File: config.mk
export PLATFORM = sky130hd
export DESIGN_NAME = cdfAccumulator
export DESIGN_NICKNAME = d
export VERILOG_FILES = /design/src/histEqPkg.sv /design/src/cdfAccumulator.sv
export VERILOG_INCLUDE_DIRS = /design/src /design/src/src
export SDC_FILE = /design/constraint.sdc
export NUM_CORES = 1
export LEC_CHECK = 0
export BUFFER_PORTS_ARGS = -buffer_cell sky130_fd_sc_hd__buf_2
export CORE_MARGIN = 2
export CORE_UTILIZATION = 30
export CTS_CLUSTER_SIZE = 16
export DETAILED_ROUTE_END_ITERATION = 16
export PLACE_DENSITY = 0.53
export SYNTH_ARGS = -nofsm -noshare
export SYNTH_HDL_FRONTEND = slang
export SYNTH_SLANG_ARGS = --single-unit
File: constraint.sdc
create_clock -name clock -period 8.5 [get_ports clock]
set_input_delay 0.85 -clock clock [delete_from_list [all_inputs] [get_ports clock]]
set_output_delay 0.85 -clock clock [all_outputs]
set_load 0.02 [all_outputs]
File: src/histEq_defines.svh
`ifndef HIST_EQ_DEFINES_SVH
`define HIST_EQ_DEFINES_SVH

// grey levels, and so bins per bank
`define HIST_BINS 256

// a frame holds 1 << HIST_FRAME_LOG2 pixels
`define HIST_FRAME_LOG2 10

`define HIST_COUNT_WIDTH 20

// bit 15 picks the bank, bits 7:0 pick the bin
`define HIST_ADDR_WIDTH 16

// entry tags kept in the top 16 bits of a memory word
`define HIST_BIN_TAG 16'haaaa
`define HIST_MAP_TAG 16'h5555

`endif
File: src/histEqPkg.sv
`default_nettype none

`include "histEq_defines.svh"

package histEqPkg;

  // one memory word, seen as a histogram bin or as a map entry
  typedef union packed {
    struct packed {
      logic [15:0]                  tag;
      logic [`HIST_COUNT_WIDTH-1:0] count;
    } binView;
    struct packed {
      logic [15:0]                    tag;
      logic [`HIST_COUNT_WIDTH-9:0]   reserved;
      logic [7:0]                     level;
    } mapView;
  } histWord;

endpackage

`default_nettype wire

File: src/cdfAccumulator.sv
`timescale 1ns/10ps
`default_nettype none

`include "histEq_defines.svh"

module cdfAccumulator (
  input  wire logic                         clock,
  input  wire logic                         reset_n,
  input  wire logic [`HIST_COUNT_WIDTH-1:0] countOut,
  input  wire logic                         countValid,
  input  wire logic [`HIST_ADDR_WIDTH-1:0]  storeAddress,
  output logic                              write,
  output logic      [`HIST_ADDR_WIDTH-1:0]  writeAddr,
  output histEqPkg::histWord                writeData
);

  logic [`HIST_COUNT_WIDTH-1:0]   runningSum;
  logic [`HIST_COUNT_WIDTH-1:0]   newSum;
  logic [`HIST_COUNT_WIDTH+7:0]   scaledSum;

  assign newSum = runningSum + countOut;

  // a full frame scales to 255, so the level fits in 8 bits after the shift
  assign scaledSum = newSum * 8'd255;

  always_ff @(posedge clock or negedge reset_n)
  begin
    if (!reset_n)
      runningSum <= '0;
    else if (countValid)
      runningSum <= newSum;
    else
      runningSum <= '0; // ready for the next frame
  end

  always_comb
  begin
    write                      = countValid;
    writeAddr                  = storeAddress;
    writeData.mapView.tag      = `HIST_MAP_TAG;
    writeData.mapView.reserved = '0;
    writeData.mapView.level    = scaledSum[`HIST_FRAME_LOG2+7:`HIST_FRAME_LOG2];
  end

endmodule

`default_nettype wire

Yosys cells after proc, flatten, opt, wreduce, memory -nomap -nowiden
Cells that the tools add are included.
Widths: inputs -> output; s select.
{"block": "totals", "wordCells": 4, "regBits": 20, "output_inout_bits": 53, "in_bits": 39}
{"block": "op_classes", "n_mux": 1, "n_mul": 1, "n_addsub": 1}
{"cell": "$add 20x20->20", "count": 1}
{"cell": "$mul 20x8->18 const B", "count": 1}
{"cell": "$mux 20", "count": 1}

Depth between registers and ports, before layout
{"block": "logic_depth", "ltp_word": 2, "ltp_mapped": 25, "ltp_nobuf": 25}

Least setup slack after synthesis
Ideal clock, no wire load.
{"block": "synth_timing", "kind": "input-to-output", "start": "input port countOut[0]", "end": "output port writeData[7] in the netlist's numbering", "t_required_ns": 7.650, "stages": 23, "t_arrival_ns": 7.247, "path_slack_ns": 0.403, "path_buffers": 0, "cell_sequence": "ha_1 > inv_1 > fa_1 > nor2b_1 > o2111ai_1 > a21oi_1 > and2b_1 > xnor2_1 > xnor2_1 > ha_1 > or4b_1 > o2111ai_1 > fa_1 > fa_1 > fa_1 > inv_1 > ha_1 > nand3_1 > a21oi_1 > a2111o_1 > o31a_1 > xor3_1 > xor3_1"}
{"item": "start: declaration", "line_no": "cdfAccumulator.sv:9", "source": "input wire logic [`HIST_COUNT_WIDTH-1:0] countOut,"}
{"item": "end: declaration", "line_no": "cdfAccumulator.sv:14", "source": "output histEqPkg::histWord writeData"}

==> impl_metrics.ini <==
[synth]
synth_top_area_share_pct = 22.87
synth-edff-count = 0
syn_inst = 447
synth_flop_cell = dfrtp_1
synth_seq_cells = 18
yosys.area.top_type = fa_1
yosysSeqAreaShare_pct = 10.95
yosys.cell_types.count = 54
syn_area_per_cell_um2 = 9.203
synthArstFlopShare_pct = 100.0
yosys-top-cells-area = fa_1, ha_1, dfrtp_1
yosys_warnings = 0
syn_area_mm2 = 0.004114

[drt]
drc_errors = 0
ant_nets = 0
detail_route.vias_per_cell = 4.311
dr_wl_met2_um = 3829
finalWirelength_um = 7750
drt_first_pass_iters = 4
dr_wl_met3_um = 308
highest_layer = met4
wl_met1_um = 3583
wl_per_cell_um = 12.03
drt-initial-drc-count = 100
vias = 2776

[worst_setup_path]
critPathMaxFanout = 5
r2r-start = runningSum[7]$_DFF_PN0_
worst_ep_required_time_ns = 7.65
rr_endpoint = runningSum[16]$_DFF_PN0_
endpoint_kind = output port
worst_setup_path_start_kind = input pin
cp_common_cell = fa_1
crit_arrival_ns = 7.29
cp_num_buf_inv = 4
crit_path_top_delay_cell = or4b_1
criticalPathCategory = input pin to output port
r2r_cells = 10
crit_path_max_incr_delay_ns = 0.56
cp.depth = 25
rrSetupSlack_ns = 5.64
cp_top_family = adder cells

[sta]
slew-limit-headroom_pct = 57.24
period_minus_slack_ns = 8.143
fin_setup_tns_ns = 0
timing.final.crit_share_pct = 95.80
holdWs_ns = 0.5395
fin_skew_ns = 0.002260
worst_pin_slew_ns = 0.6369
rsz0062_at_grt = no
slew_viol_final = 0
finalHoldViolCount = 0
setup_violations = 0
max_clock_freq_mhz = 122.8

[clocking]
cts.clk_slew.worst_paths_ns = 0.05
cts_max_level = 1
clock_latency_ns = 0.26
post_cts_resized = 0
cts-root-buf = clkbuf_16
clock_path_buffers = 2
cts_hold_buffers = 0
cts_setup_buffers = 0
numCtsBuffers = 3
cts_tree = yes
clock-sinks = 18

[layout]
nets = 610
largest_register_ff_count = 18
n_antenna_cell = 0
areaGrowthSynthToFinish_pct = 7.451
final_cells = 644
top_register = runningSum
finalInstanceArea_mm2 = 0.004420
drive_above_1_share_pct = 13.46
largestRegisters = runningSum (18)

[global_route]
grt.total_usage_pct = 11.74
antenna_found_initial = 0
grt_pass1_vias = 2918
grt_pass1_wl_um = 13760
grt_overflow = 0
grt_max_degree = 20

[placed_design]
hpwl_um = 6721
dp.cells = 641
io_buffers = 29
place_area_mm2 = 0.004303
place_congestion = 0.8165

[floorplanning]
start_util_pct = 30.94
dieArea_mm2 = 0.01467
core_mm2 = 0.01330
die_y_um = 121.1
std_cell_rows = 42
ioPinCount = 92
die_w_um = 121.1

[job]
drv_cap = 0

[worst_hold_path]
hp-class = input pin to asynchronous set/reset pin

[outcome]
status = finished clean
[cells in the final DEF (no fill, tap or decap), types with 2 or more instances in the layout]
cell       synthesis  routed
a21o_1             7       7
a21oi_1           28      27
a21oi_2            2       3
and2_1            14      14
and3_1             2       2
buf_2              0      29
buf_4             46      10
clkbuf_16          0       3
conb_1             2      28
dfrtp_1           18      18
fa_1              47      47
ha_1              54      53
inv_1             94      94
nand2_1            5       5
nand2b_1           3       3
nand3_1            5       5
nand3b_1           2       2
nor2_1            17      17
nor2b_1            8       7
nor3_1             4       4
o211ai_1           3       3
o21ai_0            6       6
o21ai_1            3       3
o21bai_1           2       2
xnor2_1           29      28
xnor2_2            1       2
xor2_1            14      14
xor3_1             2       2
[cell type report]
type                            instances  area (um^2)
Fill cell                            1352         8875
Sequential cell                        18        450.4
Multi-Input combinational cell        313         3098
Clock buffer                            3        75.07
Tap cell                              176        220.2
Timing Repair Buffer                   39        220.2
Inverter                               95        356.6
[how the worst max path moves through the flow]
stage                      from           end  slack (ns)
floorplan           countOut[0]  writeData[7]        0.40
global placement    countOut[0]  writeData[7]        0.19
detailed placement  countOut[0]  writeData[7]        0.06
CTS                 countOut[0]  writeData[7]        0.05
global route        countOut[0]  writeData[7]       0.001
finish              countOut[0]  writeData[7]        0.36
[cells by family after synthesis]
logic type               after synthesis  share of synthesized area [%]
AND/OR/NAND/NOR                       72                          10.52
flip-flops                            18                          10.95
AO/OA/AOI/OAI                         63                          9.824
buffers and inverters                142                          17.15
other                                  2                         0.1825
XOR/XNOR                              48                          11.83
adder cells (fa/ha/maj)              102                          39.54
[cells in the mapped netlist (3+ instances only)]
library cell,number
o21ai_1,3
xnor2_1,29
o21ai_0,6
xor2_1,14
a21oi_1,28
nand2b_1,3
and2_1,14
dfrtp_1,18
nand3_1,5
nor2_1,17
a21o_1,7
inv_1,94
o211ai_1,3
fa_1,47
nand2_1,5
nor3_1,4
nor2b_1,8
buf_4,46
ha_1,54
[worst register-to-register path, cell delays in order, from the launching register on]
cell     delay (ns)
dfrtp_1        0.37
ha_1           0.38
a21oi_1        0.19
nor2b_1        0.06
o41ai_1        0.41
and2b_4        0.29
o21ai_1        0.12
a311o_1        0.37
a21oi_1        0.18
xnor2_1        0.22
and2_1         0.19
[through the flow]
step | util (%) | setup slack (ns)
4_1_cts | 32.93 | 0.04948
2_1_floorplan | - | 0.4027
6_report | 33.25 | 0.3568
5_1_grt | 33.25 | 0.001457
3_3_place_gp | 32.36 | 0.1919
3_5_place_dp | 32.36 | 0.06169
[metal layers]
| metal | up-vias | GRT usage [%] |
|---|---|---|
| li1 | 1384 | - |
| met1 | 1333 | 15.30 |
| met2 | 55 | 20.89 |
| met3 | 4 | 2.115 |
| met4 | 0 | 1.235 |
| met5 | - | 0 |
Power is left out: the tool's default activity adds up to more than one toggle a clock period on the data nets, which glitch-free logic cannot reach.
