--- config.mk ---
export PLATFORM = sky130hd
export DESIGN_NAME = histogramCounter
export DESIGN_NICKNAME = d
export VERILOG_FILES = /design/src/histEqPkg.sv /design/src/histogramCounter.sv
export VERILOG_INCLUDE_DIRS = /design/src /design/src/src
export SDC_FILE = /design/constraint.sdc
export NUM_CORES = 1
export LEC_CHECK = 0
export BUFFER_PORTS_ARGS = -buffer_cell sky130_fd_sc_hd__buf_2
export CAP_MARGIN = 20
export CORE_MARGIN = 2
export CORE_UTILIZATION = 47
export DETAILED_ROUTE_END_ITERATION = 10
export PLACE_DENSITY = 0.87
export SLEW_MARGIN = 5
export SYNTH_ARGS = -nofsm -noshare
export SYNTH_HDL_FRONTEND = slang
export SYNTH_SLANG_ARGS = --single-unit
--- constraint.sdc ---
create_clock -name clock -period 3.9 [get_ports clock]
set_input_delay 0.585 -clock clock [delete_from_list [all_inputs] [get_ports clock]]
set_output_delay 0.585 -clock clock [all_outputs]
set_load 0.005 [all_outputs]
--- src/histEq_defines.svh ---
`ifndef HIST_EQ_DEFINES_SVH
`define HIST_EQ_DEFINES_SVH

// grey levels, and so bins per bank
`define HIST_BINS 256

// a frame holds 1 << HIST_FRAME_LOG2 pixels
`define HIST_FRAME_LOG2 10

`define HIST_COUNT_WIDTH 20

// bit 15 picks the bank, bits 7:0 pick the bin
`define HIST_ADDR_WIDTH 16

// entry tags kept in the top 16 bits of a memory word
`define HIST_BIN_TAG 16'haaaa
`define HIST_MAP_TAG 16'h5555

`endif
--- src/histEqPkg.sv ---
`default_nettype none

`include "histEq_defines.svh"

package histEqPkg;

  // one memory word, seen as a histogram bin or as a map entry
  typedef union packed {
    struct packed {
      logic [15:0]                  tag;
      logic [`HIST_COUNT_WIDTH-1:0] count;
    } binView;
    struct packed {
      logic [15:0]                    tag;
      logic [`HIST_COUNT_WIDTH-9:0]   reserved;
      logic [7:0]                     level;
    } mapView;
  } histWord;

endpackage

`default_nettype wire

--- src/histogramCounter.sv ---
`timescale 1ns/10ps
`default_nettype none

`include "histEq_defines.svh"

module histogramCounter (
  input  wire logic                        clock,
  input  wire logic                        reset_n,
  input  wire logic                        clearBins,
  input  wire logic                        pixelValid,
  input  wire logic [7:0]                  pixel,
  input  wire logic                        bank,
  output logic      [`HIST_ADDR_WIDTH-1:0] readAddr,
  input  histEqPkg::histWord               readData,
  output logic                             write,
  output logic      [`HIST_ADDR_WIDTH-1:0] writeAddr,
  output histEqPkg::histWord               writeData
);

  logic                        clearing;
  logic                        counting;
  logic [7:0]                  clearIndex;
  logic [`HIST_FRAME_LOG2-1:0] pixelCount;
  logic                        countPixel;

  assign countPixel = counting & pixelValid;

  always_ff @(posedge clock or negedge reset_n)
  begin
    if (!reset_n)
    begin
      clearing   <= 1'b0;
      counting   <= 1'b0;
      clearIndex <= '0;
      pixelCount <= '0;
    end
    else if (clearBins)
    begin
      clearing   <= 1'b1;
      counting   <= 1'b0;
      clearIndex <= '0;
    end
    else if (clearing)
    begin
      clearIndex <= clearIndex + 1'b1;
      if (clearIndex == 8'(`HIST_BINS - 1))
      begin
        clearing   <= 1'b0; // last bin written, counting starts next cycle
        counting   <= 1'b1;
        pixelCount <= '0;
      end
    end
    else if (countPixel)
    begin
      pixelCount <= pixelCount + 1'b1;
      if (&pixelCount)
        counting <= 1'b0; // frame complete, later pixels belong to mapping
    end
  end

  assign readAddr = {bank, {(`HIST_ADDR_WIDTH-9){1'b0}}, pixel};

  // read-modify-write in one cycle so repeated pixels chain correctly
  always_comb
  begin
    write                    = clearing | countPixel;
    writeData.binView.tag    = `HIST_BIN_TAG;
    if (clearing)
    begin
      writeAddr               = {bank, {(`HIST_ADDR_WIDTH-9){1'b0}}, clearIndex};
      writeData.binView.count = '0;
    end
    else
    begin
      writeAddr               = readAddr;
      writeData.binView.count = readData.binView.count + 1'b1;
    end
  end

endmodule

`default_nettype wire

# --- Word-level counts from Yosys, hierarchy flattened ---
# Index checks and enable logic that the tools add are counted.
# Widths: inputs -> output; s select.
classes:
  muxes: 15
  div: 0
  order_cmp: 0
  bitwise: 3
  addsub: 3
  shift: 0
  n_reduce_logical: 7
  n_eq_ne: 3
  multipliers: 0
ops:
  columns: ["operator", "count"]
  rows:
  - ["$mux 10", 3]
  - ["$mux 8", 3]
  - ["$add 20x1->20 const B", 1]
  - ["$mux 20", 1]
  - ["$add 10x1->10 const B", 1]
  - ["$reduce_and 10->1", 1]
  - ["$add 8x1->8 const B", 1]
  - ["$eq 8x8->1 const B", 1]
  - ["$mux 1", 8]
  - ["$reduce_and 3->1", 2]
  - ["$reduce_bool 3->1", 2]
  - ["$reduce_bool 2->1", 2]
  - ["$ne 3x2->1 const B", 1]
  - ["$ne 2x1->1 const B", 1]
  - ["$and 1x1->1", 1]
  - ["$not 1->1", 1]
  - ["$or 1x1->1", 1]
word_totals:
  latch_bits: 0
  mem_count: 0
  input_bits: 49
  ram_bits: 0
  wordCells: 35
  romBits: 0
  out_inout_bits: 69
  register_bits: 20

# --- Depth between registers and ports, before layout ---
depth:
  word_depth: 5
  mapped_depth: 5
  depth_no_buf: 5

# --- Worst setup path after synthesis ---
# OpenSTA, ideal clock, no wires.
synth_path:
  kind: "in2out"
  startpoint: "input readData[2] in the netlist's numbering"
  endpoint: "output writeData[19] in the netlist's numbering"
  path_slack_ns: 1.366
  cell_stages: 5
  required_time_ns: 3.315
  n_path_buf: 1
  arrival_ns: 1.949
  path_cell_list: "clkbuf_4 nand4_4 or4_4 or3_1 a21oi_1"
synth_rtl:
  columns: ["item", "line_no", "source"]
  rows:
  - ["start, declared", "histogramCounter.sv:14", "input histEqPkg::histWord readData,"]
  - ["end, declared", "histogramCounter.sv:17", "output histEqPkg::histWord writeData"]

==> impl_results.md <==
* Clock transition at path regs at 0.08 ns
* Fin crit share at 69.25%
* Pin count of the biggest net entering global routing at 39
* Initial Util at 48.27%
* Share of layout cells above drive strength 1 at 29.51%
* Combinational share of power at 14.5%
* Peak Freq at 370.3 MHz
* Max Fanout on Critical Path at 7
* Placement row count at 23
* Core area at 3943 um^2
* Initial antenna violation count at 0
* Post-route setup slack at 1.199 ns
* Outcome: finished clean
* Critical Path Start: readData[2]
* Worst EP required at 3.31 ns
* Crit. End Element: output port
* Hold buffers post-CTS at 0
* Power Density at 230.9 nW/um^2
* Synth unique cells at 39
* Vias in the first global route at 1,367
* Most frequent cells in the layout: 68 x buf_2, 30 x conb_1, 28 x nor2_1, 20 x dfrtp_1
* Number of buffers created by CTS at 3
* WHS at 0.2528 ns
* Max cap viols at 0
* Switching pwr at 118.6 uW
* Commonest register cell after synthesis: dfrtp_1
* Final setup TNS at 0 ns
* Via count at 1,758
* Port bufs at 68
* Most common cell after layout, fill and taps aside: buf_2
* DR WL/cell at 11.93 um
* Cells after Synth at 234
* First-pass GRT wire length at 5754 um
* H-tree depth at 1
* Flop pwr share at 43.1%
* CTS tree: built
* Routability cong. at 0.7352
* Grt total ovfl at 0
* Final ANT Viol Nets at 0
* Post-CTS Setup Inserts at 0
* Clock power share at 42.4%
* Post-synthesis register bit count at 20
* Part of the Yosys area used for sequential elements at 26.30%
* Area grow syn2layout at 12.69%
* Die width at 67.63 um
* Mapped Area at 1903 um^2
* Longest Clk Path Bufs at 2
* Hold crit path type: input pin to asynchronous set/reset pin
* Detailed Routing Iterations Pass 1 at 4
* EDFF count, synth at 0
* Number of fill cells at 362
* FF-to-FF setup slack at 1.74 ns
* Worst VDD drop at 0.0003141 V
* Crit path DAT at 2.12 ns
* DP Worst Slack at 1.190 ns
* Antenna diodes at 0
* Clk sink count at 20
* Final min period at 2.701 ns
* GRT Util Overall at 15.94%
* Die height at 67.63 um
* Count of final max-slew check failures at 0
* Ys async rst share at 100.0%
* # IOs at 118
* Leak at 1.029 nW
* DRC at 0
* Final Setup Violations at 0
* Final wirelength at 4031 um
* Synthesis warning total at 0
* Final HPWL DP at 3045 um
* Die area at 4574 um^2
* Clk root buf: clkbuf_8
* Int Pwr at 376.5 uW
* Initial drt markers at 43
* Setup CP Type: input pin to output port
* Syn avg cell area at 8.133 um^2
* Startpoint types: input pin
* Layout Nets at 341
* Worst Skew at 0.006756 ns
* RSZ-0062 raised after global routing: false
* R2r startpoint: clearing
* PostCTS Resize Cnt at 0
* Clk Latency, worst-skew pair at 0.27 ns
* Final hold vios at 0
* Switching Fraction at 23.96%
* Via density at 5.201
## worst max-delay path, cell delays in order
cell and delay, ns:
buf_2 0.17, nand4_4 0.15, or4_4 0.60, or3_1 0.36, a21oi_1 0.13, buf_2 0.13
## metal layers
metal  wire length [um]  GRT usage (%)  vias up
met4                 54          6.633        0
met1               1664          18.62      812
met3                233          1.667        7
met2               2078          29.29       71
li1                   -              -      868
met5                  0              0        -
## stage by stage
| stage | util (%) | instances | power, mW | instance area (um^2) |
|---|---|---|---|---|
| after global placement | 52.59 | 334 | 0.2870 | 2073 |
| after global routing | 54.40 | 338 | 0.5171 | 2145 |
| final | 54.40 | 338 | 0.4952 | 2145 |
| after CTS | 54.40 | 338 | 0.4972 | 2145 |
| after detailed placement | 52.59 | 334 | 0.2888 | 2073 |
| after floorplan | - | 262 | 0.2786 | 2008 |
## synth_stat cells, types with 2 or more instances
cell type	number	area, um^2
mux2i_1	3	30.03
xnor2_1	7	61.31
nand4_1	12	75.07
nor4_1	4	25.02
nand2b_1	2	12.51
mux2_2	9	101.4
a221o_1	2	20.02
or3_1	6	37.54
or4_1	2	15.01
nor2_1	28	105.1
clkbuf_1	2	7.510
inv_1	3	11.26
ha_1	3	37.54
buf_4	40	300.3
nand3_1	10	50.05
nor2b_1	2	12.51
dfrtp_1	20	500.5
conb_1	2	7.510
nor3_1	9	45.04
a21o_1	3	22.52
a21oi_1	13	65.06
buf_1	2	7.510
o2bb2ai_1	5	43.79
o21ai_0	8	40.04
xor2_1	10	87.58
nand2_1	13	48.80
buf_6	2	22.52
## power groups by stage
stage / clock, mW / combinational [mW] / sequential (mW)
after floorplan: 0 / 0.0621 / 0.216
after CTS: 0.212 / 0.0717 / 0.213
after global placement: 0 / 0.0698 / 0.217
final: 0.210 / 0.0717 / 0.213
after global routing: 0.221 / 0.0824 / 0.214
after detailed placement: 0 / 0.0715 / 0.217
## path summary, 6_finish.rpt
check | to | depth (start not counted)
max | writeData[19] | 6
min reg2reg | pixelCount[1] | 1
max reg2reg | pixelCount[9] | 5
min | pixelCount[0] | 1
max in group asynchronous | clearing | 1
min in group clock | pixelCount[1] | 1
## kinds of logic after synthesis
family,count (synthesis),share of synthesized area [%]
mux,12,6.904
simple gates,97,27.02
buf+inv,50,18.74
other cells,2,0.3946
fa+ha+maj,3,1.973
flops,20,26.30
compound gates,33,10.85
xor+xnor,17,7.824
## registers in the layout, indices dropped and copies added (netlist names)
register	cells
clearing	1
pixelCount	10
clearIndex	8
counting	1
## layout make-up
type                    instances  area (um^2)  share of cell area [%]
inverters                       3        11.26                  0.5251
clock buffers                   3        41.29                   1.925
well taps                      50        62.56                   2.917
repair buffers                 69        347.8                   16.22
clock inverters                 1        30.03                   1.400
multi-input cells             192         1151                   53.68
flip-flops and latches         20        500.5                   23.34
(Power assumes the default switching activity.)
