<file path="src/histEq_defines.svh">
`ifndef HIST_EQ_DEFINES_SVH
`define HIST_EQ_DEFINES_SVH

// grey levels, and so bins per bank
`define HIST_BINS 256

// a frame holds 1 << HIST_FRAME_LOG2 pixels
`define HIST_FRAME_LOG2 10

`define HIST_COUNT_WIDTH 20

// bit 15 picks the bank, bits 7:0 pick the bin
`define HIST_ADDR_WIDTH 16

// entry tags kept in the top 16 bits of a memory word
`define HIST_BIN_TAG 16'haaaa
`define HIST_MAP_TAG 16'h5555

`endif
</file>
<file path="src/histEqPkg.sv">
`default_nettype none

`include "histEq_defines.svh"

package histEqPkg;

  // one memory word, seen as a histogram bin or as a map entry
  typedef union packed {
    struct packed {
      logic [15:0]                  tag;
      logic [`HIST_COUNT_WIDTH-1:0] count;
    } binView;
    struct packed {
      logic [15:0]                    tag;
      logic [`HIST_COUNT_WIDTH-9:0]   reserved;
      logic [7:0]                     level;
    } mapView;
  } histWord;

endpackage

`default_nettype wire

</file>
<file path="src/cdfFetch.sv">
`timescale 1ns/10ps
`default_nettype none

`include "histEq_defines.svh"

module cdfFetch (
  input  wire logic                        clock,
  input  wire logic                        reset_n,
  input  wire logic                        start,
  input  wire logic                        baseBank,
  input  histEqPkg::histWord               readBus,
  output logic      [`HIST_ADDR_WIDTH-1:0] readAddr,
  output logic      [`HIST_COUNT_WIDTH-1:0] countOut,
  output logic                             countValid,
  output logic      [`HIST_ADDR_WIDTH-1:0] storeAddress,
  output logic                             done
);

  logic [8:0]                   binCount;
  logic [`HIST_COUNT_WIDTH-1:0] taggedCount;
  logic                         done0;
  logic                         done1;

  // anything that is not a bin entry contributes nothing to the sum
  always_comb
  begin
    if (readBus.binView.tag == `HIST_BIN_TAG)
      taggedCount = readBus.binView.count;
    else
      taggedCount = '0;
  end

  always_ff @(posedge clock or negedge reset_n)
  begin
    if (!reset_n)
    begin
      storeAddress <= '0;
      done1        <= 1'b0;
      done         <= 1'b0;
    end
    else
    begin
      storeAddress <= readAddr; // the slot that countOut was read from
      done1        <= done0;
      done         <= done1;
    end
  end

  always_ff @(posedge clock or negedge reset_n)
  begin
    if (!reset_n)
    begin
      readAddr   <= '0;
      countOut   <= '0;
      countValid <= 1'b0;
      binCount   <= '0;
      done0      <= 1'b0;
    end
    else if (start && binCount < 9'(`HIST_BINS))
    begin
      readAddr   <= readAddr + 1'b1;
      countOut   <= taggedCount;
      countValid <= 1'b1;
      binCount   <= binCount + 1'b1;
      done0      <= 1'b0;
    end
    else if (start)
    begin
      countOut   <= '0; // walk finished, hold here until start drops
      countValid <= 1'b0;
      done0      <= 1'b1;
    end
    else
    begin
      readAddr   <= {baseBank, {(`HIST_ADDR_WIDTH-1){1'b0}}};
      countOut   <= '0;
      countValid <= 1'b0;
      binCount   <= '0;
      done0      <= 1'b0;
    end
  end

endmodule

`default_nettype wire

</file>
<file path="config.mk">
export PLATFORM = sky130hd
export DESIGN_NAME = cdfFetch
export DESIGN_NICKNAME = d
export VERILOG_FILES = /design/src/histEqPkg.sv /design/src/cdfFetch.sv
export VERILOG_INCLUDE_DIRS = /design/src /design/src/src
export SDC_FILE = /design/constraint.sdc
export NUM_CORES = 1
export LEC_CHECK = 0
export BUFFER_PORTS_ARGS = -buffer_cell sky130_fd_sc_hd__buf_2
export CORE_MARGIN = 2
export CORE_UTILIZATION = 50
export DETAILED_ROUTE_END_ITERATION = 8
export MAX_ROUTING_LAYER = met4
export PLACE_DENSITY = 0.87
export SLEW_MARGIN = 5
export SYNTH_ARGS = -nofsm -noshare
export SYNTH_HDL_FRONTEND = slang
export SYNTH_SLANG_ARGS = --single-unit
</file>
<file path="constraint.sdc">
create_clock -name clock -period 2.3 [get_ports clock]
set_input_delay 0.115 -clock clock [delete_from_list [all_inputs] [get_ports clock]]
set_output_delay 0.115 -clock clock [all_outputs]
set_load 0.01 [all_outputs]
</file>
Yosys cells after proc, flatten, opt, wreduce, memory -nomap -nowiden. Index checks and enable logic that the tools add are counted.

Add/sub/neg operators: 2. $lt $le $gt $ge: 1. Equal/unequal tests: 2. Mux-type cells: 9. Reduce and logical (&&, ||, !) cells: 1.

Operators by type and width (count): 20-bit two-way mux (2); 16-bit two-way mux (2); 9-bit two-way mux (2); 16-bit by 1-bit adder with 16-bit output, second input constant (1); 16-bit equality test, second input constant (1); 9-bit by 1-bit adder with 9-bit output, second input constant (1); 9-bit < comparator, second input constant (1); 1-bit two-way mux (3); 2-bit by 1-bit inequality test with 1-bit output, second input constant (1); 1-bit logical AND (1).

Bits in registers: 65. Input port bits: 40. Output and inout bits: 54. Logic and storage cells: 23.

Depth between registers and ports, before layout.
Depth in word-level cells: 3. Gate-level depth with buffers: 6. Depth with buffers taken out: 5.

Worst setup path before layout. Ideal clock, no wire load.

Kind: reg-to-reg. Start: reg readAddr[0]. End: reg readAddr[14]. Setup time: 78 ps. Arrival time: 1444 ps. Required time: 2222 ps. Setup slack: 777 ps. Cell stages (with the launch flop): 7. Path buffers: 1. Period minus slack after synthesis: 1523 ps. Cells stage by stage: dfrtp_1 > ha_1 > and3b_1 > buf_2 > nand2_1 > or3_1 > a21oi_1.

Word-level cells in the longest chain between the ends: 2.

Ends and longest elaborated chain: start: declaration (RTL line cdfFetch.sv:12) `` output logic [`HIST_ADDR_WIDTH-1:0] readAddr, ``; start signal: assignment (RTL line cdfFetch.sv:61) `readAddr <= readAddr + 1'b1;`; start signal: assignment (RTL line cdfFetch.sv:75) `` readAddr <= {baseBank, {(`HIST_ADDR_WIDTH-1){1'b0}}}; ``; 16-bit by 1-bit adder with 16-bit output (RTL line cdfFetch.sv:61); 16-bit two-way mux (RTL line cdfFetch.sv:59) `` else if (start && binCount < 9'(`HIST_BINS)) ``.

No other way between the ends. A chain may end at the register's enable or synchronous reset.

Final worst setup path. Same ends and word-level chain as after synthesis.

==> metrics.csv <==
stage;metric;value;unit
setup_path;worst_ep_arrival_time;1860;ps
power_and_ir_drop;pwr-share-clk;0.473;
setup_path;startpoint_type;register;
power_and_ir_drop;switching_power;510.4;µW
setup_path;cp_max_fo;6;
placed_design;postPlaceCellArea;2949;µm²
power_and_ir_drop;p_leak;1.850;nW
synth;yosysWarnings;0;
power_and_ir_drop;sw_frac_of_total;0.2051;
synth;ys_seq_elements;65;
timing;tightest_slew;754.9;ps
timing;rsz0062_at_grt;no;
synth;yosys.area_share.simple;0.2090;
setup_path;worst_setup_path_end_kind;register;
global_route;overflow;0;
floorplan;boundaryPins;94;
cells_and_area;fin_area;3383;µm²
synth;synth_compound_area_frac;0.02276;
synth;synth_top_family_by_area;simple AND/OR/NAND/NOR gates;
synth;syn_inst;189;
cts;cts-buffers-inserted;9;
route;vias;1896;
floorplan;core-area;4692;µm²
synth;syn_nets;231;
route;first_pass_iters;4;
cells_and_area;final_common_cell;buf_2;
timing;hold_viol;0;
power_and_ir_drop;p_total;2.489;mW
floorplan;dieHeight;73.55;µm
hold_path;hold_class;in2reg;
power_and_ir_drop;p_comb_frac;0.055;
synth;synth.top_cells.by_area;dfrtp_1, and2_1, xor2_1, nor2_1, xnor2_1;
cts;clk_pin_slew;70;ps
route;totalWireLength;5423;µm
global_route;grt_max_degree;36;
synth;yosysTopAreaCell;dfrtp_1;
cts;clock_sinks;65;
timing;finalCriticalPeriod;1605;ps
synth;ys_seq_area_frac;0.6725;
outcome;outcome;finished clean;
route;drc;0;
global_route;grt_pass1_vias;1858;
placed_design;port_buffers;93;
placed_design;gp_congestion;0.7751;
timing;finalSetupViolCount;0;
timing;tns;0;ps
setup_path;critical_path_class;reg2reg;
route;viasPerCell;5.152;
power_and_ir_drop;intPower;1.979;mW
floorplan;die_w;73.55;µm
global_route;grt_pass1_wl;8583;µm
global_route;grtUsageTotal;0.2237;
synth;synthMuxAreaShare;0.008277;
synth;yosys.cell_types.count;32;
cts;cts_resized;0;
cts;cts_tree;done;
floorplan;initial_utilization;0.5155;
cells_and_area;mostFrequentLayoutCells;buf_2, dfrtp_1, nor2_1;
cts;max-clock-path-buffers;2;
synth;synth_area;2419;µm²
cells_and_area;syn2layout_area_growth;39.89;%
route;detail-route-antenna-nets;0;
placed_design;dp_hpwl;3439;µm
cts;cts-root-buf;clkbuf_8;
cts;post_cts_buffers;0;
synth;synth_area_per_cell;12.80;µm²
cts;clock_latency;340;ps
timing;finalMaxSlewViolations;0;
job;max_cap_violations;0;
cts;cts_max_level;3;
cells_and_area;drive_gt1_frac;0.3694;
route;post_drt_wl_per_cell;14.74;µm
floorplan;die-area;5410;µm²
cells_and_area;fin_nets;351;
power_and_ir_drop;peakVddDrop;0.5746;mV
timing;clock.fmax;623.0;MHz
global_route;antenna_found_initial;0;
timing;slew-limit-headroom;0.4967;
timing;skew;9.013;ps
synth;synth-xor-area-share;0.06518;
power_and_ir_drop;seq_power_share;0.472;
floorplan;rows;25;
synth;netlist.area_leader.share;0.6725;
power_and_ir_drop;p_per_area;735.7;nW/µm²
route;dr.first_iter.drc_count;169;
timing;fin_crit_sh;0.6978;
cells_and_area;antennaDiodeCount;0;
synth;synthAdderAreaFrac;0.01035;
setup_path;crit_required;2550;ps
cells_and_area;fillerInstances;306;
## layer usage
metal,global-route usage,share of wire,vias up
met2,0.3571,0.50,95
met5,-,0,-
met3,0.08368,0.080,12
li1,-,-,875
met4,0.09899,0.021,0
met1,0.2507,0.40,914
## cell usage after synthesis (all sizes together)
cell / count
dfrtp: 65
nor2: 23
and2: 21
xor2: 11
nand2: 7
nand3: 7
xnor2: 7
nand4: 6
a21oi: 5
clkbuf: 4
nor4bb: 4
nor2b: 3
o21ai: 3
or3: 3
and3: 2
and4: 2
buf: 2
ha: 2
mux2i: 2
nor3: 2
and3b: 1
and4b: 1
inv: 1
nand4b: 1
nor4: 1
o21a: 1
o31ai: 1
or4: 1
## final timing paths
check                             from               end  slack [ps]  cells after the start
min in group asynchronous      reset_n             done1         380                      2
max reg2reg                readAddr[0]      readAddr[14]         690                      5
min                        readBus[14]      countOut[14]           9                      2
max in group asynchronous      reset_n  storeAddress[13]        1200                      3
max                        readAddr[0]      readAddr[14]         690                      5
min reg2reg                      done0             done1         360                      0
## critical path, cell delays in order (launching register included)
cell and delay, ps:
dfrtp_1 460, ha_1 190, and3b_1 280, nand2_1 90, or3_1 350, a21oi_1 140
## final cells by class
class	count	area [µm²]	share of cell area
flip-flops and latches	65	1627	0.4808
clock buffers	11	141.4	0.04179
repair buffers	115	678.2	0.2004
multi-input cells	117	763.2	0.2256
well taps	54	67.56	0.01997
inverters	1	3.754	0.001109
clock inverters	5	102.6	0.03033
## power by group through the flow
stage / logic, mW / registers [mW] / clock network [mW]
after global placement: 0.108 / 1.20 / 0
after global routing: 0.153 / 1.18 / 1.23
after floorplan: 0.0289 / 1.20 / 0
final: 0.137 / 1.18 / 1.18
after detailed placement: 0.112 / 1.20 / 0
after CTS: 0.135 / 1.18 / 1.17
## per-stage QoR
step                      setup WS, ps  utilization  std cells  hold slack [ps]
after CTS                        695.0       0.7189        367            2.957
after detailed placement         718.2       0.6285        333            222.2
after global placement           780.9       0.6285        333            224.6
after floorplan                  777.4            -        189           -180.6
after global routing             577.2       0.7211        368            12.41
final                            695.0       0.7211        368            8.789
## logic make-up (layout without fill, tap and decap cells)
kind of cell	after synthesis	after routing
multiplexers	2	2
buffers and inverters	7	132
flip-flops	65	65
AO/OA/AOI/OAI	10	10
adder cells (fa/ha/maj)	2	2
AND/OR/NAND/NOR	85	85
XOR/XNOR	18	18
## sequential cells by signal, indices dropped and copies added, names as in the netlist
name	flops
storeAddress	16
readAddr	16
done	1
countValid	1
done1	1
countOut	20
done0	1
binCount	9
## what timing repair did
item,in CTS,in global routing
hold buffers,18,1
endpoints found under the setup margin,0,0
endpoints found under the hold margin,50,1
Note: power is estimated with default switching activity, not from simulation.
