--- src/histEqSequencer.sv ---
`timescale 1ns/10ps
`default_nettype none

module histEqSequencer (
  input  wire logic clock,
  input  wire logic reset_n,
  input  wire logic frameStart,
  input  wire logic frameEnd,
  input  wire logic fetchDone,
  output logic      clearBins,
  output logic      fetchStart,
  output logic      bank,
  output logic      busy,
  output logic      ready
);

  localparam logic [1:0] IDLE  = 2'd0;
  localparam logic [1:0] COUNT = 2'd1; // clearing runs at the start of this phase
  localparam logic [1:0] FETCH = 2'd2;
  localparam logic [1:0] READY = 2'd3;

  logic [1:0] phase;

  always_ff @(posedge clock or negedge reset_n)
  begin
    if (!reset_n)
    begin
      phase     <= IDLE;
      bank      <= 1'b0;
      clearBins <= 1'b0;
    end
    else
    begin
      clearBins <= 1'b0;
      case (phase)
        IDLE, READY:
          if (frameStart)
          begin
            phase     <= COUNT;
            bank      <= ~bank; // each frame works in the other bank
            clearBins <= 1'b1;
          end
        COUNT:
          if (frameEnd)
            phase <= FETCH;
        FETCH:
          if (fetchDone)
            phase <= READY;
        default:
          phase <= IDLE;
      endcase
    end
  end

  assign busy       = (phase == COUNT) || (phase == FETCH);
  assign fetchStart = (phase == FETCH);
  assign ready      = (phase == READY);

endmodule

`default_nettype wire

--- config.mk ---
export PLATFORM = sky130hd
export DESIGN_NAME = histEqSequencer
export DESIGN_NICKNAME = d
export VERILOG_FILES = /design/src/histEqSequencer.sv
export SDC_FILE = /design/constraint.sdc
export NUM_CORES = 1
export LEC_CHECK = 0
export ABC_AREA = 1
export BUFFER_PORTS_ARGS = -buffer_cell sky130_fd_sc_hd__buf_4
export CORE_AREA = 8 8 45 47
export DETAILED_ROUTE_END_ITERATION = 8
export DIE_AREA = 0 0 53 55
export GPL_TIMING_DRIVEN = 0
export SLEW_MARGIN = 20
export SYNTH_ARGS = -nofsm -noshare
export SYNTH_HDL_FRONTEND = slang
export SYNTH_SLANG_ARGS = --single-unit
--- constraint.sdc ---
create_clock -name clock -period 2.49 [get_ports clock]
set_clock_uncertainty 0.05 [all_clocks]
set_input_delay 0.1245 -clock clock [delete_from_list [all_inputs] [get_ports clock]]
set_output_delay 0.1245 -clock clock [all_outputs]
set_load 0.02 [all_outputs]
Word-level counts from Yosys, hierarchy flattened. Cells that the tools add are included.

Memory bits (writable): 0. Input bits: 5. Word-level logic and storage cells: 21. Memory bits (read-only): 0. Memories kept: 0. Flip-flop bits (word level): 4. Output and inout port bits: 5. Bits in latches: 0.

Multipliers: 0. Muxes and demuxes: 6. Shift operators: 0. Divide/modulo/power cells: 0. Add/sub/neg operators: 0. Eq/ne operators: 6. Bitwise logic cells: 1. $lt $le $gt $ge: 0. Reduce and logical (&&, ||, !) cells: 5.

Operator list (number): two-way mux 2 bit (3); inequality test 2 bit, second input constant (3); one-hot mux 2 bit (3 select lines) (1); equality test 2 bit, second input constant (2); AND reduction 3 bit (1); equality test 2 x 1 -> 1 bit, second input constant (1); zero test 2 bit (1); two-way mux 1 bit (2); AND reduction 2 bit (1); OR reduction 2 bit (1); logical OR 1 bit (1); NOT 1 bit (1).

Depth between registers and ports, before layout. Gate-level depths: netlist of the first run.

Word-level depth: 4. Depth in mapped cells: 6. Gate-level depth less buffers: 6.

Least setup slack after synthesis of the first run. No wires, ideal clock.

Kind: register -> register. From: reg phase[0]. To: reg phase[1]. Required time: 2.375 ns. Clock period less this slack: 1.182 ns. Stages on the path, launching flop included: 6. Path buffers: 0. Setup time: 0.065 ns. Setup slack: 1.308 ns. Arrival: 1.067 ns. Path through: dfrtp_1 inv_1 ha_1 inv_1 nand4_1 nand2_1.

Cells in the longest elaborated chain, start to end: 4. Elaborated cells between the ends (all ways): 10. Classes of those cells: eq/ne: 6; mux: 1; reduce/logical: 3.

Ends and longest elaborated chain: start: declaration (line 22) `logic [1:0] phase;`; start signal: assignment (line 28) `phase <= IDLE;`; start signal: assignment (line 39) `phase <= COUNT;`; start signal: assignment (line 45) `phase <= FETCH;`; equality test 2 bit or zero test 2 bit (tied branches) (line 35) `case (phase)`; OR reduction 2 bit (line 35); inequality test 2 bit (no source line); AND reduction 3 bit (no source line).

Parallel ways exist; a longest one is shown, timed or not. A chain may end at the register's enable or synchronous reset.

Final worst setup path of the first run.
From: reg phase[0]. To: out busy.

Cells in the longest elaborated chain, start to end: 2. Elaborated cells between the ends (all ways): 3. Classes of those cells: eq/ne: 2; reduce/logical: 1.

Ends and longest elaborated chain: equality test 2 x 1 -> 1 bit or equality test 2 bit (tied branches) (line 55) `assign busy = (phase == COUNT) || (phase == FETCH);`; logical OR 1 bit (*) (line 55); end: declaration (line 13) `output logic busy,`.

Mark *: on every way between the ends. The rest lies on a longest branch, timed or not.

==> flow_summary.yaml, run 1 <==
outcome:
  status: "completed"
critical_path:
  crit_type: "reg -> out"
  setup.worst_path.start: "phase[0]$_DFFE_PN0P_"
  rr_endpoint: "phase[1]$_DFFE_PN0P_"
  path_cells: "inv_1 -> ha_1 -> inv_1 -> buf_4"
  reg2reg_slack_ps: 1260
  worstReg2RegStart: "phase[0]$_DFFE_PN0P_"
  ff2ff_path_depth: 6
  cp-endpoint: "busy"
  critPathRequiredTime_ps: 2320
  crit_arrival_ps: 1240
  critical_path.startpoint_type: "flop"
  slowest_stage: "dfrtp_1"
  critPathMostFrequentCell: "inv_1"
  worstPathMaxFanout: 4
  cp-end-kind: "output port"
  max_stage_delay_ps: 390
run:
  maxCapViolCount: 0
die:
  rows: 14
  fp.dieH_um: 55
  die_area_um2: 2920
  core_um2: 1380
  start_util_pct: 16.7
  dieWidth_um: 53
  ioPinCount: 10
timing:
  maxSlewHeadroom_pct: 91.0
  setup_viol: 0
  min_period_ps: 1410
  fin_crit_sh_pct: 56.8
  hold_slack_ps: 79.1
  slew_viol_final: 0
  hold_viol: 0
  setup_tns_ps: 0
  worstMarginPinSlew_ps: 136
  fmax_ghz: 0.707
  rsz0062_at_grt: "no"
clock_network:
  cts_root_buf: "clkbuf_4"
  cts_made_buffers: 3
  cts_tree: "built"
  clk_latency_ps: 230
  cts_buffer_depth: 2
  cts_sinks: 4
  cts_max_level: 1
  clk_pin_slew_ps: 40
power:
  peakVddDrop_mv: 0.531
  p_total_mw: 0.500
  p_leak_nw: 0.209
  cellPowerDensity_nw_per_um2: 1420
logic_synthesis:
  ys_seq_area_share_pct: 43.2
  yosys.area_share.simple_pct: 25.4
  synth-adder-area-share_pct: 16.2
  synth-xor-area-share_pct: 3.78
  yosys_warnings: 0
  synth_top_family_by_area: "simple AND/OR/NAND/NOR gates"
  synth_top_area_share_pct: 43.2
  synth_compound_area_share_pct: 0
  synthArstFlopShare_pct: 100
  synthFlopType: "dfrtp_1"
  ys_ff_latch: 4
  synthTopCellsByArea: "dfrtp_1 (43%), ha_1 (16%), inv_1 (11%)"
  synth_fp_nets: 34
  yosys-top-cells-count: "inv_1 (7), nand2_1 (6), dfrtp_1 (4)"
  synth_edf_count: 0
  synthDistinctLibCells: 9
  yosysMostFrequentCell: "inv_1"
  synth.area.mux_share_pct: 0
  syn_area_um2: 231
  syn_inst: 26
  synth_area_leader_cell: "dfrtp_1"
  avgSynthCellArea_um2: 8.90
layout:
  n_fill_cell: 160
  area.growth.synth_to_final_pct: 51.9
  layout-drive-gt1-share_pct: 38.5
  nets: 49
  diodes: 0
  fin_cells: 55
  fin_util_pct: 25.4
worst_hold_path:
  min_path_type: "in -> reg"
route:
  viasPerCell: 3.76
  vias: 207
  drtPass1Iterations: 2
  drc: 0
  routed_wl_um: 453
  wl_per_cell_um: 8.24
  ant_nets: 0
  first_iter_violations: 3
global_routing:
  gr-total-overflow: 0
  grt_pass1_vias: 206
  grt_max_degree: 5
  antenna_found_initial: 0
  grt_first_pass_wirelength_um: 814
  grt_usage_pct: 4.27
placed_design:
  dp_hpwl_um: 391
  placedCellCount: 51
  gp_congestion: 0.704
  portBuffers: 9
## how the worst min path moves through the flow
| stage | from | cells after the start | endpoint | slack [ps] |
|---|---|---|---|---|
| after floorplan | reset_n | 0 | bank$_DFFE_PN0P_ | -220 |
| after global placement | reset_n | 1 | phase[0]$_DFFE_PN0P_ | -130 |
| after detailed placement | reset_n | 1 | phase[0]$_DFFE_PN0P_ | -130 |
| after CTS | frameStart | 3 | clearBins$_DFF_PN0_ | 80 |
| after global routing | frameStart | 3 | clearBins$_DFF_PN0_ | 90 |
| final | frameStart | 3 | clearBins$_DFF_PN0_ | 80 |
## layer usage
metal	routed length (µm)	global-route usage, %	part of all wire (%)	vias up
met1	179	3.83	40	94
met4	4	2.59	0.88	0
met3	72	5.88	16	2
met2	197	4.88	43	8
met5	0	0	0	-
li1	-	-	-	103
## area by class of cell
type | instances | area [µm²] | area share (%)
multi-input cells | 15 | 105 | 29.9
flip-flops and latches | 4 | 100 | 28.5
repair buffers | 10 | 77.6 | 22.1
inverters | 7 | 26.3 | 7.47
clock buffers | 3 | 22.5 | 6.41
well taps | 16 | 20.0 | 5.69
## cell usage in the layout, fill, tap and decap left out
cell           count
buf_4              9
nand3b_1           1
nand2_2            2
inv_1              7
dfrtp_1            4
nand3_2            1
ha_1               3
nand2_1            6
xnor2_1            1
clkbuf_4           3
nand4_1            1
dlygate4sd3_1      1
## metrics by stage
stage / instance area (µm²) / setup slack (ps)
finish: 352 / 1080
global route: 352 / 1000
CTS: 352 / 1050
detailed placement: 319 / 1240
global placement: 319 / 1260
floorplan: 231 / 1310
## worst max-delay path, delay by kind of cell (launching register included)
family | cells | cell delay, ps
buffers and inverters | 3 | 290
flip-flops | 1 | 390
adder cells (fa/ha/maj) | 1 | 330
## power breakdown
group	internal [mW]	total, mW	leakage (nW)	switching (mW)
clock	0.0538	0.0790	0.0138	0.0252
combinational	0.131	0.296	0.147	0.165
sequential	0.0996	0.125	0.0478	0.0251
## cell families (layout without fill, tap and decap cells)
family	count (synthesis)	after routing
adders and majority gates	3	3
DFF	4	4
and+or+nand+nor	11	11
buffers and inverters	7	20
xor gates and xnor gates	1	1
## what timing repair did
action / 4_1_cts / 5_1_grt
setup buffers: 0 / 0
hold buffers: 1 / 0
endpoints found under the hold margin: 4 / 0
resized for setup: 0 / 0
## registers in the layout, indices dropped and copies added, names as in the netlist
signal,cells
clearBins,1
bank,1
phase,2
Note: power is estimated with default switching activity, not from simulation.
==> inputs of run 2 (changes only) <==
Clock period 2.49 ns to 1.3 ns, I/O delays scaled along.
==> run 2 against run 1 <==
Against the previous run:
- non-clock buffer count increased by 2
- critical path depth decreased by 1
- via count increased by 3.4%
- critical endpoint unchanged
- clock power increased by 91%
- worst hold slack got worse by 59 ps
- first-iteration DRC count decreased by 100%
- register-to-register slack got worse by 1100 ps
==> flow_summary.yaml, run 2 (same netlist as run 1, synthesis figures left out) <==
timing:
  fin_crit_sh_pct: 96.9
  maxSlewHeadroom_pct: 92.2
  setup_viol: 0
  worstMarginPinSlew_ps: 116
  hold_slack_ps: 20.4
  fmax_ghz: 0.794
  min_period_ps: 1260
  setup_tns_ps: 0
  slew_viol_final: 0
  hold_viol: 0
clock_network:
  cts_tree: "built"
  cts_buffer_depth: 2
  cts_sinks: 4
  clk_latency_ps: 230
  cts_made_buffers: 3
  cts_root_buf: "clkbuf_4"
  clk_pin_slew_ps: 40
  cts_max_level: 1
critical_path:
  slowest_stage: "dfrtp_2"
  crit_type: "reg -> out"
  crit_arrival_ps: 1140
  worstPathMaxFanout: 4
  critPathRequiredTime_ps: 1190
  critical_path.top_delay_family: "flip-flops"
  max_stage_delay_ps: 430
  crit_buf_inv: 2
  cp-end-kind: "output port"
  worstReg2RegStart: "phase[0]$_DFFE_PN0P_"
  critical_path.startpoint_type: "flop"
  setup.worst_path.start: "phase[1]$_DFFE_PN0P_"
  path_cells: "ha_4 -> inv_1 -> buf_4"
route:
  ant_nets: 0
  met2WireLength_um: 213
  drtPass1Iterations: 1
  dr_wl_met3_um: 72
  routed_wl_um: 474
  first_iter_violations: 0
  viasPerCell: 3.75
  vias: 214
  top_layer_used: "met4"
  wl_per_cell_um: 8.32
  drc: 0
  wl_met1_um: 184
worst_hold_path:
  min_path_type: "in -> reg"
  hold_start: "frameStart"
layout:
  layout-drive-gt1-share_pct: 48.8
  reg_top3: "phase (2), bank (1), clearBins (1)"
  n_fill_cell: 159
  diodes: 0
  largest_reg_flops: 2
  final_common_cell: "buf_4"
  layout_common_cells: "buf_4 (11), inv_1 (6), nand2_1 (6)"
  area.growth.synth_to_final_pct: 64.3
  nets: 51
  regMostFlops: "phase"
global_routing:
  grt_max_degree: 5
  grt_pass1_vias: 220
  gr-total-overflow: 0
  grt_usage_pct: 4.49
  grt_first_pass_wirelength_um: 869
  antenna_found_initial: 0
die:
  start_util_pct: 16.7
  fp.dieH_um: 55
  rows: 14
  dieWidth_um: 53
  die_area_um2: 2920
  ioPinCount: 10
  core_um2: 1380
placed_design:
  gp_congestion: 0.704
  portBuffers: 9
  dp_hpwl_um: 391
run:
  maxCapViolCount: 0
power:
  cellPowerDensity_nw_per_um2: 2770
  peakVddDrop_mv: 1.03
  p_leak_nw: 0.216
outcome:
  status: "completed"
run 2: where the power goes:
group	switching, mW	total, mW	internal, mW
logic	0.342	0.662	0.320
registers	0.0477	0.242	0.194
clock network	0.0481	0.151	0.103
run 2: per-stage QoR:
| stage | total power, mW | setup slack (ps) | cells | cell area (µm²) | util, % |
|---|---|---|---|---|---|
| floorplan | 0.625 | 118 | 26 | 231 | - |
| global placement | 0.812 | 73.9 | 51 | 319 | 23.1 |
| detailed placement | 0.826 | 54.6 | 51 | 319 | 23.1 |
| CTS | 1.06 | 7.40 | 56 | 372 | 26.9 |
| global route | 1.16 | -1.16 | 57 | 380 | 27.5 |
| finish | 1.06 | 40.1 | 57 | 380 | 27.5 |
run 2: metal layers:
layer | track usage, % | vias to the layer above
li1 | - | 106
met1 | 3.98 | 98
met2 | 5.47 | 8
met3 | 5.88 | 2
met4 | 2.59 | 0
met5 | 0 | -
run 2: tightest hold or removal path: cells and delay by family:
kind / cells / cell delay [ps]
buf+inv: 2 / 130
simple gates: 1 / 70
run 2: cell type report:
type                            instances  area, µm²  area share, %
Clock buffer                            3       22.5           5.92
Inverter                                7       26.3           6.91
Multi-Input combinational cell         15        118           30.9
Sequential cell                         4        101           26.6
Tap cell                               16       20.0           5.26
Timing Repair Buffer                   12       92.6           24.3
run 2: path summary, 6_finish.rpt:
path	end	slack, ps	cells past startpoint
max	busy	40	3
min	clearBins$_DFF_PN0_	20	3
max reg2reg	phase[1]$_DFFE_PN0P_	150	6
min reg2reg	bank$_DFFE_PN0P_	430	1
max in group asynchronous	phase[1]$_DFFE_PN0P_	970	2
min in group asynchronous	phase[0]$_DFFE_PN0P_	120	2
run 2: what timing repair did:
item,in CTS,in global routing
hold buffers,1,0
pin swaps,0,0
setup buffers,1,1
hold endpoints to repair,4,0
gates resized for setup,1,2
endpoints found under the setup margin,1,1
